### config.mk
export PLATFORM = sky130hd
export DESIGN_NAME = triangles_top
export DESIGN_NICKNAME = d
export VERILOG_FILES = /design/src/disp_pkg.sv /design/src/draw_pkg.sv /design/src/pix_wr_if.sv /design/src/display_timings.sv /design/src/draw_line.sv /design/src/draw_triangle.sv /design/src/framebuffer.sv /design/src/shape_sequencer.sv /design/src/triangles_top.sv
export VERILOG_INCLUDE_DIRS = /design/src /design/src/src
export SDC_FILE = /design/constraint.sdc
export NUM_CORES = 1
export LEC_CHECK = 0
export BUFFER_PORTS_ARGS = -buffer_cell sky130_fd_sc_hd__clkbuf_2
export CAP_MARGIN = 20
export CORE_ASPECT_RATIO = 1.25
export CORE_MARGIN = 3
export CORE_UTILIZATION = 64
export CTS_CLUSTER_SIZE = 8
export DETAILED_ROUTE_END_ITERATION = 8
export GPL_TIMING_DRIVEN = 0
export PLACE_DENSITY_LB_ADDON = 0.1
export SETUP_SLACK_MARGIN = 0.3
export SYNTH_ARGS = -nofsm -noshare
export SYNTH_HDL_FRONTEND = slang
export SYNTH_HIERARCHICAL = 1
export SYNTH_SLANG_ARGS = --single-unit
export TNS_END_PERCENT = 20
### constraint.sdc
create_clock -name clk_pix -period 5.49 [get_ports clk_pix]
set_clock_uncertainty 0.1 [all_clocks]
set_input_delay 0.549 -clock clk_pix [delete_from_list [all_inputs] [get_ports clk_pix]]
set_output_delay 0.549 -clock clk_pix [all_outputs]
set_load 0.02 [all_outputs]
### src/gfx_params.svh
// Graphics subsystem sizes
// raster timing, framebuffer geometry, colour widths and write credits
`ifndef GFX_PARAMS_SVH
`define GFX_PARAMS_SVH

`define GFX_H_ACTIVE      32  // visible pixels per line
`define GFX_H_TOTAL       40  // pixels per line incl. blanking
`define GFX_H_SYNC_START  34
`define GFX_H_SYNC_END    37  // exclusive
`define GFX_V_ACTIVE      24  // visible lines per frame
`define GFX_V_TOTAL       30
`define GFX_V_SYNC_START  25
`define GFX_V_SYNC_END    27  // exclusive

`define GFX_FB_WIDTH      16
`define GFX_FB_HEIGHT     12
`define GFX_FB_SCALE      2   // fb pixel covers 2x2 screen pixels
`define GFX_FB_CIDXW      2   // colour index bits
`define GFX_CHANW         4   // bits per colour channel
`define GFX_WR_CREDITS    4   // write queue depth

`endif

### src/disp_pkg.sv
// Display side types
// screen coordinates and the scan position bundle from the timing generator
package disp_pkg;

    typedef logic signed [7:0] scr_coord_t;  // covers 0..39 raster

    // one scan position with its sync and strobe flags
    typedef struct packed {
        scr_coord_t sx;     // horizontal position
        scr_coord_t sy;     // vertical position
        logic       hsync;  // positive polarity
        logic       vsync;  // positive polarity
        logic       de;     // inside active area
        logic       frame;  // first pixel of frame
        logic       line;   // first pixel of line
    } scan_t;

endpackage

### src/draw_pkg.sv
// Drawing side types
// framebuffer coordinates, triangles, colours and the fixed tables
`include "gfx_params.svh"

package draw_pkg;

    typedef logic signed [5:0] fb_coord_t;  // -32..31, fb is 16x12
    typedef logic [`GFX_FB_CIDXW-1:0] cidx_t;

    typedef struct packed {
        fb_coord_t x;
        fb_coord_t y;
    } vertex_t;

    typedef struct packed {
        vertex_t v0;
        vertex_t v1;
        vertex_t v2;
        cidx_t   cidx;  // outline colour
    } tri_t;

    typedef struct packed {
        logic [`GFX_CHANW-1:0] red;
        logic [`GFX_CHANW-1:0] green;
        logic [`GFX_CHANW-1:0] blue;
    } rgb_t;

    // 4-entry palette indexed by cidx
    localparam rgb_t PALETTE [2**`GFX_FB_CIDXW] = '{
        '{4'h0, 4'h0, 4'h0},  // black
        '{4'hF, 4'h8, 4'h0},  // orange
        '{4'h0, 4'hC, 4'h4},  // green
        '{4'h4, 4'h8, 4'hF}   // blue
    };

    // triangles drawn in table order, later ones on top
    localparam tri_t SHAPES [3] = '{
        '{'{6'sd2, 6'sd1}, '{6'sd14, 6'sd4}, '{6'sd8, 6'sd10}, 2'd1},
        '{'{6'sd3, 6'sd10}, '{6'sd11, 6'sd5}, '{6'sd8, 6'sd0}, 2'd2},
        '{'{6'sd1, 6'sd2}, '{6'sd3, 6'sd9}, '{6'sd6, 6'sd6}, 2'd3}
    };

endpackage

### src/pix_wr_if.sv
// Pixel write channel between triangle drawer and framebuffer
// credit pulses once per write committed to memory
interface pix_wr_if;

    logic                valid;   // one pixel write, costs one credit
    draw_pkg::fb_coord_t x;
    draw_pkg::fb_coord_t y;
    draw_pkg::cidx_t     cidx;
    logic                credit;  // slot freed in fb queue

    modport drawer (
        output valid, x, y, cidx,
        input  credit
    );

    modport fb (
        input  valid, x, y, cidx,
        output credit
    );

endinterface

### src/display_timings.sv
// Display timing generator
// free-running raster counters with syncs, data enable and frame/line strobes
`include "gfx_params.svh"

module display_timings (
    input  logic            clk_pix,
    input  logic            rst_n,
    output disp_pkg::scan_t scan
);

    localparam disp_pkg::scr_coord_t H_LAST = `GFX_H_TOTAL - 1;
    localparam disp_pkg::scr_coord_t V_LAST = `GFX_V_TOTAL - 1;

    disp_pkg::scr_coord_t sx;
    disp_pkg::scr_coord_t sy;

    always_ff @(posedge clk_pix or negedge rst_n) begin
        if (!rst_n) begin
            sx <= '0;
            sy <= '0;
        end else if (sx == H_LAST) begin  // end of line
            sx <= '0;
            sy <= (sy == V_LAST) ? '0 : sy + 1'b1;  // wrap at frame end
        end else begin
            sx <= sx + 1'b1;
        end
    end

    always_comb begin
        scan.sx    = sx;
        scan.sy    = sy;
        scan.hsync = (sx >= `GFX_H_SYNC_START) && (sx < `GFX_H_SYNC_END);
        scan.vsync = (sy >= `GFX_V_SYNC_START) && (sy < `GFX_V_SYNC_END);
        scan.de    = (sx < `GFX_H_ACTIVE) && (sy < `GFX_V_ACTIVE);
        scan.frame = (sx == 0) && (sy == 0);
        scan.line  = (sx == 0);
    end

    // horizontal counter stays inside the raster
    sx_in_range: assert property (
        @(posedge clk_pix) disable iff (!rst_n)
        sx < `GFX_H_TOTAL
    );

endmodule

### src/draw_line.sv
// Line drawer
// integer error-term tracer, all octants, one pixel per accepted step
module draw_line (
    input  logic              clk_pix,
    input  logic              rst_n,
    input  logic              start,
    input  logic              step_ok,    // write slot available
    input  draw_pkg::vertex_t p0,
    input  draw_pkg::vertex_t p1,
    output draw_pkg::vertex_t pix,
    output logic              pix_valid,
    output logic              done
);

    typedef enum logic {IDLE, DRAW} state_t;
    state_t state;

    draw_pkg::fb_coord_t x_end;
    draw_pkg::fb_coord_t y_end;
    logic signed [9:0]   dx;       // abs x distance
    logic signed [9:0]   dy;       // abs y distance
    logic signed [9:0]   err;
    logic signed [9:0]   e2;
    logic signed [9:0]   dx_new;
    logic signed [9:0]   dy_new;
    logic                x_neg;    // step direction
    logic                y_neg;
    logic                move_x;
    logic                move_y;
    logic                at_end;

    always_comb begin
        dx_new    = 10'(p1.x) - 10'(p0.x);
        dy_new    = 10'(p1.y) - 10'(p0.y);
        e2        = err <<< 1;
        move_x    = (e2 >= -dy);
        move_y    = (e2 <= dx);
        at_end    = (pix.x == x_end) && (pix.y == y_end);
        pix_valid = (state == DRAW) && step_ok;  // current pixel goes out
    end

    // datapath
    always_ff @(posedge clk_pix) begin
        if (state == IDLE && start) begin
            pix   <= p0;
            x_end <= p1.x;
            y_end <= p1.y;
            x_neg <= dx_new < 0;
            y_neg <= dy_new < 0;
            dx    <= (dx_new < 0) ? -dx_new : dx_new;
            dy    <= (dy_new < 0) ? -dy_new : dy_new;
            err   <= ((dx_new < 0) ? -dx_new : dx_new) - ((dy_new < 0) ? -dy_new : dy_new);
        end else if (pix_valid && !at_end) begin
            if (move_x) pix.x <= x_neg ? pix.x - 1'b1 : pix.x + 1'b1;
            if (move_y) pix.y <= y_neg ? pix.y - 1'b1 : pix.y + 1'b1;
            err <= err - (move_x ? dy : 10'sd0) + (move_y ? dx : 10'sd0);
        end
    end

    // control
    always_ff @(posedge clk_pix or negedge rst_n) begin
        if (!rst_n) begin
            state <= IDLE;
            done  <= 1'b0;
        end else begin
            done <= 1'b0;
            case (state)
                IDLE: if (start) state <= DRAW;
                DRAW: begin
                    if (pix_valid && at_end) begin  // last pixel accepted
                        state <= IDLE;
                        done  <= 1'b1;
                    end
                end
                default: state <= IDLE;
            endcase
        end
    end

endmodule

### src/draw_triangle.sv
// Triangle outline rasterizer
// traces three edges through one line drawer, paced by write credits
`include "gfx_params.svh"

module draw_triangle (
    input  logic           clk_pix,
    input  logic           rst_n,
    input  logic           start,
    input  draw_pkg::tri_t tri_def,
    pix_wr_if.drawer       wr,
    output logic           busy,
    output logic           done
);

    localparam int CW = $clog2(`GFX_WR_CREDITS + 1);

    typedef enum logic {IDLE, RUN} state_t;
    state_t state;

    draw_pkg::tri_t    tri_q;       // triangle being traced
    logic [1:0]        edge_idx;    // 0: v0-v1, 1: v1-v2, 2: v2-v0
    logic              line_start;
    logic              line_done;
    draw_pkg::vertex_t p0;
    draw_pkg::vertex_t p1;
    draw_pkg::vertex_t pix;
    logic              pix_valid;
    logic [CW-1:0]     credits;     // free slots in fb queue

    always_comb begin
        case (edge_idx)
            2'd0:    begin p0 = tri_q.v0; p1 = tri_q.v1; end
            2'd1:    begin p0 = tri_q.v1; p1 = tri_q.v2; end
            default: begin p0 = tri_q.v2; p1 = tri_q.v0; end
        endcase
    end

    draw_line u_line (
        .clk_pix   (clk_pix),
        .rst_n     (rst_n),
        .start     (line_start),
        .step_ok   (credits != '0),
        .p0        (p0),
        .p1        (p1),
        .pix       (pix),
        .pix_valid (pix_valid),
        .done      (line_done)
    );

    always_ff @(posedge clk_pix) begin
        if (state == IDLE && start) tri_q <= tri_def;
    end

    always_ff @(posedge clk_pix or negedge rst_n) begin
        if (!rst_n) begin
            state      <= IDLE;
            edge_idx   <= '0;
            line_start <= 1'b0;
            done       <= 1'b0;
        end else begin
            line_start <= 1'b0;
            done       <= 1'b0;
            case (state)
                IDLE: begin
                    if (start) begin
                        state      <= RUN;
                        edge_idx   <= '0;
                        line_start <= 1'b1;
                    end
                end
                RUN: begin
                    if (line_done) begin
                        if (edge_idx == 2'd2) begin  // last edge traced
                            state <= IDLE;
                            done  <= 1'b1;
                        end else begin
                            edge_idx   <= edge_idx + 1'b1;
                            line_start <= 1'b1;
                        end
                    end
                end
                default: state <= IDLE;
            endcase
        end
    end

    // spend on write, refill on fb commit
    always_ff @(posedge clk_pix or negedge rst_n) begin
        if (!rst_n) credits <= CW'(`GFX_WR_CREDITS);
        else credits <= credits - CW'(wr.valid) + CW'(wr.credit);
    end

    assign busy     = (state != IDLE);
    assign wr.valid = pix_valid;
    assign wr.x     = pix.x;
    assign wr.y     = pix.y;
    assign wr.cidx  = tri_q.cidx;

    no_write_without_credit: assert property (
        @(posedge clk_pix) disable iff (!rst_n)
        wr.valid |-> (credits != '0)
    );

    credit_bound: assert property (
        @(posedge clk_pix) disable iff (!rst_n)
        credits <= `GFX_WR_CREDITS
    );

endmodule

### src/framebuffer.sv
// Indexed-colour framebuffer
// clear sweep, credited write queue, scaled display read and palette output
`include "gfx_params.svh"

module framebuffer (
    input  logic            clk_pix,
    input  logic            rst_n,
    input  disp_pkg::scan_t scan,
    pix_wr_if.fb            wr,
    output draw_pkg::rgb_t  rgb,
    output logic            de,
    output logic            hsync,
    output logic            vsync
);

    localparam int FB_W  = `GFX_FB_WIDTH;
    localparam int FB_H  = `GFX_FB_HEIGHT;
    localparam int DEPTH = FB_W * FB_H;
    localparam int AW    = $clog2(DEPTH);
    localparam int QD    = `GFX_WR_CREDITS;
    localparam int QPW   = $clog2(QD);

    draw_pkg::cidx_t mem [DEPTH];  // colour index memory

    logic [AW-1:0]   q_addr [QD];  // write queue
    draw_pkg::cidx_t q_cidx [QD];
    logic            q_inb [QD];   // inside fb, else dropped on commit
    logic [QPW-1:0]  wr_ptr;
    logic [QPW-1:0]  rd_ptr;
    logic [QPW:0]    q_count;
    logic            clearing;
    logic [AW-1:0]   clr_addr;
    logic            commit;
    logic            wr_inb;
    logic            show;
    logic [AW-1:0]   wr_addr;
    logic [AW-1:0]   rd_addr;
    draw_pkg::cidx_t rd_cidx;

    always_comb begin
        wr_inb  = (wr.x >= 0) && (wr.x < FB_W) && (wr.y >= 0) && (wr.y < FB_H);
        wr_addr = AW'($unsigned(wr.y)) * AW'(FB_W) + AW'($unsigned(wr.x));
        rd_addr = AW'(scan.sy / `GFX_FB_SCALE) * AW'(FB_W) + AW'(scan.sx / `GFX_FB_SCALE);
        commit  = !clearing && (q_count != '0) && !scan.de;  // blanking only
        show    = scan.de && !clearing;
        rd_cidx = mem[rd_addr];
    end

    always_ff @(posedge clk_pix) begin
        if (wr.valid) begin
            q_addr[wr_ptr] <= wr_addr;
            q_cidx[wr_ptr] <= wr.cidx;
            q_inb[wr_ptr]  <= wr_inb;
        end
    end

    always_ff @(posedge clk_pix) begin
        if (clearing) mem[clr_addr] <= '0;  // sweep to black
        else if (commit && q_inb[rd_ptr]) mem[q_addr[rd_ptr]] <= q_cidx[rd_ptr];
    end

    always_ff @(posedge clk_pix or negedge rst_n) begin
        if (!rst_n) begin
            clearing  <= 1'b1;
            clr_addr  <= '0;
            wr_ptr    <= '0;
            rd_ptr    <= '0;
            q_count   <= '0;
            wr.credit <= 1'b0;
        end else begin
            if (clearing) begin
                clr_addr <= clr_addr + 1'b1;
                if (clr_addr == AW'(DEPTH - 1)) clearing <= 1'b0;
            end
            if (wr.valid) wr_ptr <= wr_ptr + 1'b1;
            if (commit) rd_ptr <= rd_ptr + 1'b1;
            q_count   <= q_count + (QPW+1)'(wr.valid) - (QPW+1)'(commit);
            wr.credit <= commit;  // slot freed
        end
    end

    // output stage, one cycle behind the scan position
    always_ff @(posedge clk_pix or negedge rst_n) begin
        if (!rst_n) begin
            rgb   <= '0;
            de    <= 1'b0;
            hsync <= 1'b0;
            vsync <= 1'b0;
        end else begin
            rgb   <= show ? draw_pkg::PALETTE[rd_cidx] : '0;
            de    <= show;
            hsync <= scan.hsync;
            vsync <= scan.vsync;
        end
    end

    queue_no_overflow: assert property (
        @(posedge clk_pix) disable iff (!rst_n)
        wr.valid |-> (q_count != QD)
    );

endmodule

### src/shape_sequencer.sv
// Shape sequencer
// walks the fixed triangle table once per draw request
module shape_sequencer (
    input  logic           clk_pix,
    input  logic           rst_n,
    input  logic           draw_go,
    output logic           tri_start,
    output draw_pkg::tri_t tri_def,
    input  logic           tri_done,
    output logic           draw_done
);

    localparam int SHAPE_CNT = $size(draw_pkg::SHAPES);

    typedef enum logic [1:0] {IDLE, LOAD, DRAW, FINISH} state_t;
    state_t state;

    logic [1:0] shape_id;

    always_ff @(posedge clk_pix) begin
        if (state == LOAD) tri_def <= draw_pkg::SHAPES[shape_id];  // next entry
    end

    always_ff @(posedge clk_pix or negedge rst_n) begin
        if (!rst_n) begin
            state     <= IDLE;
            shape_id  <= '0;
            tri_start <= 1'b0;
            draw_done <= 1'b0;
        end else begin
            tri_start <= 1'b0;
            draw_done <= 1'b0;
            case (state)
                IDLE: begin
                    if (draw_go) begin  // only honoured here
                        state    <= LOAD;
                        shape_id <= '0;
                    end
                end
                LOAD: begin
                    state     <= DRAW;
                    tri_start <= 1'b1;  // entry registered this cycle
                end
                DRAW: begin
                    if (tri_done) begin
                        if (shape_id == 2'(SHAPE_CNT - 1)) begin
                            state <= FINISH;
                        end else begin
                            shape_id <= shape_id + 1'b1;
                            state    <= LOAD;
                        end
                    end
                end
                FINISH: begin
                    state     <= IDLE;
                    draw_done <= 1'b1;
                end
                default: state <= IDLE;
            endcase
        end
    end

endmodule

### src/triangles_top.sv
// Triangle drawing top level
// draws the shape table into the framebuffer and scans it out as video
`include "gfx_params.svh"

module triangles_top (
    input  logic                  clk_pix,
    input  logic                  rst_n,
    input  logic                  draw_go,
    output logic                  draw_done,
    output logic                  de,
    output logic                  hsync,
    output logic                  vsync,
    output logic [`GFX_CHANW-1:0] r,
    output logic [`GFX_CHANW-1:0] g,
    output logic [`GFX_CHANW-1:0] b
);

    disp_pkg::scan_t scan;       // raster position and flags
    draw_pkg::tri_t  tri_def;    // current triangle
    draw_pkg::rgb_t  rgb;
    logic            tri_start;
    logic            tri_done;

    pix_wr_if pix_wr ();         // drawer to fb writes

    display_timings u_timings (
        .clk_pix (clk_pix),
        .rst_n   (rst_n),
        .scan    (scan)
    );

    shape_sequencer u_seq (
        .clk_pix   (clk_pix),
        .rst_n     (rst_n),
        .draw_go   (draw_go),
        .tri_start (tri_start),
        .tri_def   (tri_def),
        .tri_done  (tri_done),
        .draw_done (draw_done)
    );

    draw_triangle u_tri (
        .clk_pix (clk_pix),
        .rst_n   (rst_n),
        .start   (tri_start),
        .tri_def (tri_def),
        .wr      (pix_wr.drawer),
        .busy    (),
        .done    (tri_done)
    );

    framebuffer u_fb (
        .clk_pix (clk_pix),
        .rst_n   (rst_n),
        .scan    (scan),
        .wr      (pix_wr.fb),
        .rgb     (rgb),
        .de      (de),
        .hsync   (hsync),
        .vsync   (vsync)
    );

    assign r = rgb.red;
    assign g = rgb.green;
    assign b = rgb.blue;

endmodule

==> run_results.csv <==
group,metric,value,unit
layout,area.growth.synth_to_final,13.14,%
synthesis,synthesized_netlist_cell_count,1897,
power,p_leak,10.18,nW
min_path,hp_start,"draw_go",
min_path,timing.hold.worst.class,"input port to flip-flop",
place,place.gp.congestion,0.8665,
min_path,hold_path_depth,4,
drt,routedWlPerCell,24.19,um
sta,finalWorstPathRequiredPeriod,4.923,ns
drt,detailroute.via_count,16297,
cts,clock_sink_count,586,
drt,detail_route.drc_violations,0,
cts,path_clk_slew,0.05,ns
die,initial_core_util,64.94,%
drt,drt_iter0_markers,1597,
sta,worst_slew_pin_slew,1.208,ns
global_routing,grt_first_pass_wirelength,98100,um
die,fp.dieArea,45410,um2
cts,cts-htree-levels,3,
setup_path,rr_worst_depth,23,
place,io_buffers,16,
drt,detailed_route_wl,64270,um
cts,clock_path_buffers,3,
setup_path,ff2ff_setup_slack,0.57,ns
layout,register_area,17310,um2
place,detailedPlacementHpwl,41900,um
job,cap_viol_max_count,0,
power,total_power,9.675,mW
synthesis,syn_area,27440,um2
drt,drt_pre_antenna_iters,6,
cts,clock_tree_from_tritoncts,"built",
run_status,status,"finished clean",
sta,setup_viol,0,
sta,hold_viol,0,
setup_path,worstSetupEndpointType,"flip-flop",
synthesis,synth_area_per_cell,14.46,um2
layout,area_occupied_by_multi_input_gates,9294,um2
global_routing,vias_in_the_first_global_route,16959,
setup_path,critical_path_peak_fanout,10,
sta,achievable-frequency,0.2031,GHz
setup_path,worstReg2RegEnd,"u_tri/u_line/err[7]",
drt,antenna_left,0,
setup_path,timing.setup.critical_path_class,"flip-flop to flip-flop",
sta,timing.max_slew.rel_slack,19.26,%
cts,clk_root_buffer_cell,"clkbuf_16",
sta,period_share,89.68,%
die,die_width,191.2,um
die,placeableCoreArea,42250,um2
die,ioPinCount,19,
layout,filler_cell_count,2683,
global_routing,grtUsageTotal,29.17,%
layout,final_net_count,2146,
power,max-vdd-ir-drop,265.5,uV
die,floorplan.die.height,237.5,um
setup_path,worstReg2RegStart,"u_tri/edge_idx[0]",
setup_path,required,5.72,ns
global_routing,grt_overflow_total,0,
cts,cts-buffers-inserted,83,
min_path,min_to,"u_seq/shape_id[0]",
power,powerDensity,311.7,nW/um2
setup_path,crit_path_start_kind,"flip-flop",
layout,utilization,73.47,%
die,fp-row-count,84,
global_routing,number_of_antenna_violations_at_the_first_check_in_global_routing,2,
cts,worstSkewPairLatency,0.61,ns
setup_path,timing.critical_path.arrival,5.16,ns
layout,layout.cells.most_common_list,"528 x edfxtp_1, 255 x nor2_1, 154 x nand2_1, 113 x mux4_2, 105 x inv_1",
sta,rsz0062_at_grt,"true",
layout,drive_above_1_share,17.79,%
layout,layout_commonest_cell,"edfxtp_1",
sta,slew_violations,0,
synthesis,ys.warnings.count,6,
global_routing,grt_max_degree,103,
drt,avgViaCountPerCell,6.134,
[power breakdown]
| group | leakage [nW] | switching, mW | internal, mW | total (mW) |
|---|---|---|---|---|
| combinational | 4.35 | 0.0574 | 0.0619 | 0.119 |
| clock | 1.14 | 1.82 | 2.87 | 4.69 |
| sequential | 4.68 | 0.0244 | 4.84 | 4.87 |
[registers in the layout, indices dropped and copies added, names as in the netlist, 3 cells and up]
name,count
u_fb/mem,384
u_tri/tri_q,36
u_fb/q_addr,32
u_tri/u_line/pix,12
u_tri/u_line/dx,10
u_tri/u_line/dy,10
u_tri/u_line/err,9
u_fb/clr_addr,8
u_fb/q_cidx,8
u_timings/sx,8
u_timings/sy,8
u_seq/tri_def,7
u_fb/rgb,6
u_tri/u_line/x_end,6
u_tri/u_line/y_end,6
u_fb/q_inb,4
u_fb/q_count,3
u_tri/credits,3
[layout make-up]
| class | instances | share of cell area, % |
|---|---|---|
| tap | 559 | 2.253 |
| inverter | 107 | 1.294 |
| timing repair buffer | 31 | 0.9351 |
| multi-input combinational | 1125 | 29.94 |
| buffer | 103 | 2.072 |
| clock inverter | 5 | 0.2177 |
| clock buffer | 140 | 7.517 |
| sequential | 586 | 55.76 |
| antenna | 1 | 0.008062 |
[through the flow]
stage                     cell area, um2  TNS [ns]  cells  setup WS [ns]  hold WS, ns
after CTS                          30890         0   2649         0.2401       0.1913
after global routing               31040         0   2656         0.2042       0.2377
final                              31040         0   2657         0.5666       0.2187
after floorplan                    27530         0   1921         0.7412       0.1534
after detailed placement           28460   -0.4908   2502        -0.3116       0.3045
after global placement             28310   -602.80   2496         -1.598       0.3081
[critical path, stage by stage (launching register included)]
cell      delay, ns
dfrtp_1        0.38
inv_1          0.13
ha_1           0.15
buf_2          0.24
clkbuf_4       0.27
a22oi_1        0.09
nand2_1        0.10
ha_1           0.17
inv_2          0.05
fa_1           0.41
a21o_1         0.18
a21oi_1        0.22
nor2b_1        0.10
nor3_2         0.20
mux2i_4        0.20
mux2i_4        0.25
ha_1           0.29
nor2b_1        0.12
o21ai_0        0.11
a21boi_0       0.30
o21ai_1        0.14
a21oi_1        0.21
xnor2_1        0.15
mux2i_1        0.09
[per-layer routing]
metal / share of wire, % / track usage, % / wire length [um]
met1: 34 / 33.74 / 21860
met5: 0.025 / 0 / 16
met3: 7.9 / 5.945 / 5070
met2: 52 / 50.67 / 33600
met4: 5.8 / 16.69 / 3722
[worst max path at each step]
stage / start / end / depth (start not counted)
after floorplan: u_tri/u_line/dy[3] / u_tri/u_line/err[7] / 20
after global placement: u_timings/sy[3] / u_fb/mem[64][1] / 5
after detailed placement: u_tri/u_line/dy[3] / u_tri/u_line/err[7] / 20
after global routing: u_tri/edge_idx[1] / u_tri/u_line/err[7] / 24
after CTS: u_tri/u_line/dy[3] / u_tri/u_line/err[8] / 20
final: u_tri/edge_idx[0] / u_tri/u_line/err[7] / 23
[what timing repair did]
item,CTS,global route
buffers inserted,1,7
setup endpoints to repair,4,4
gates resized for setup,3,21
gates cloned,0,0
pin swaps,1,6
endpoints found under the hold margin,13,0
hold buffers,1,0
Power figures use the tool's default switching activity.
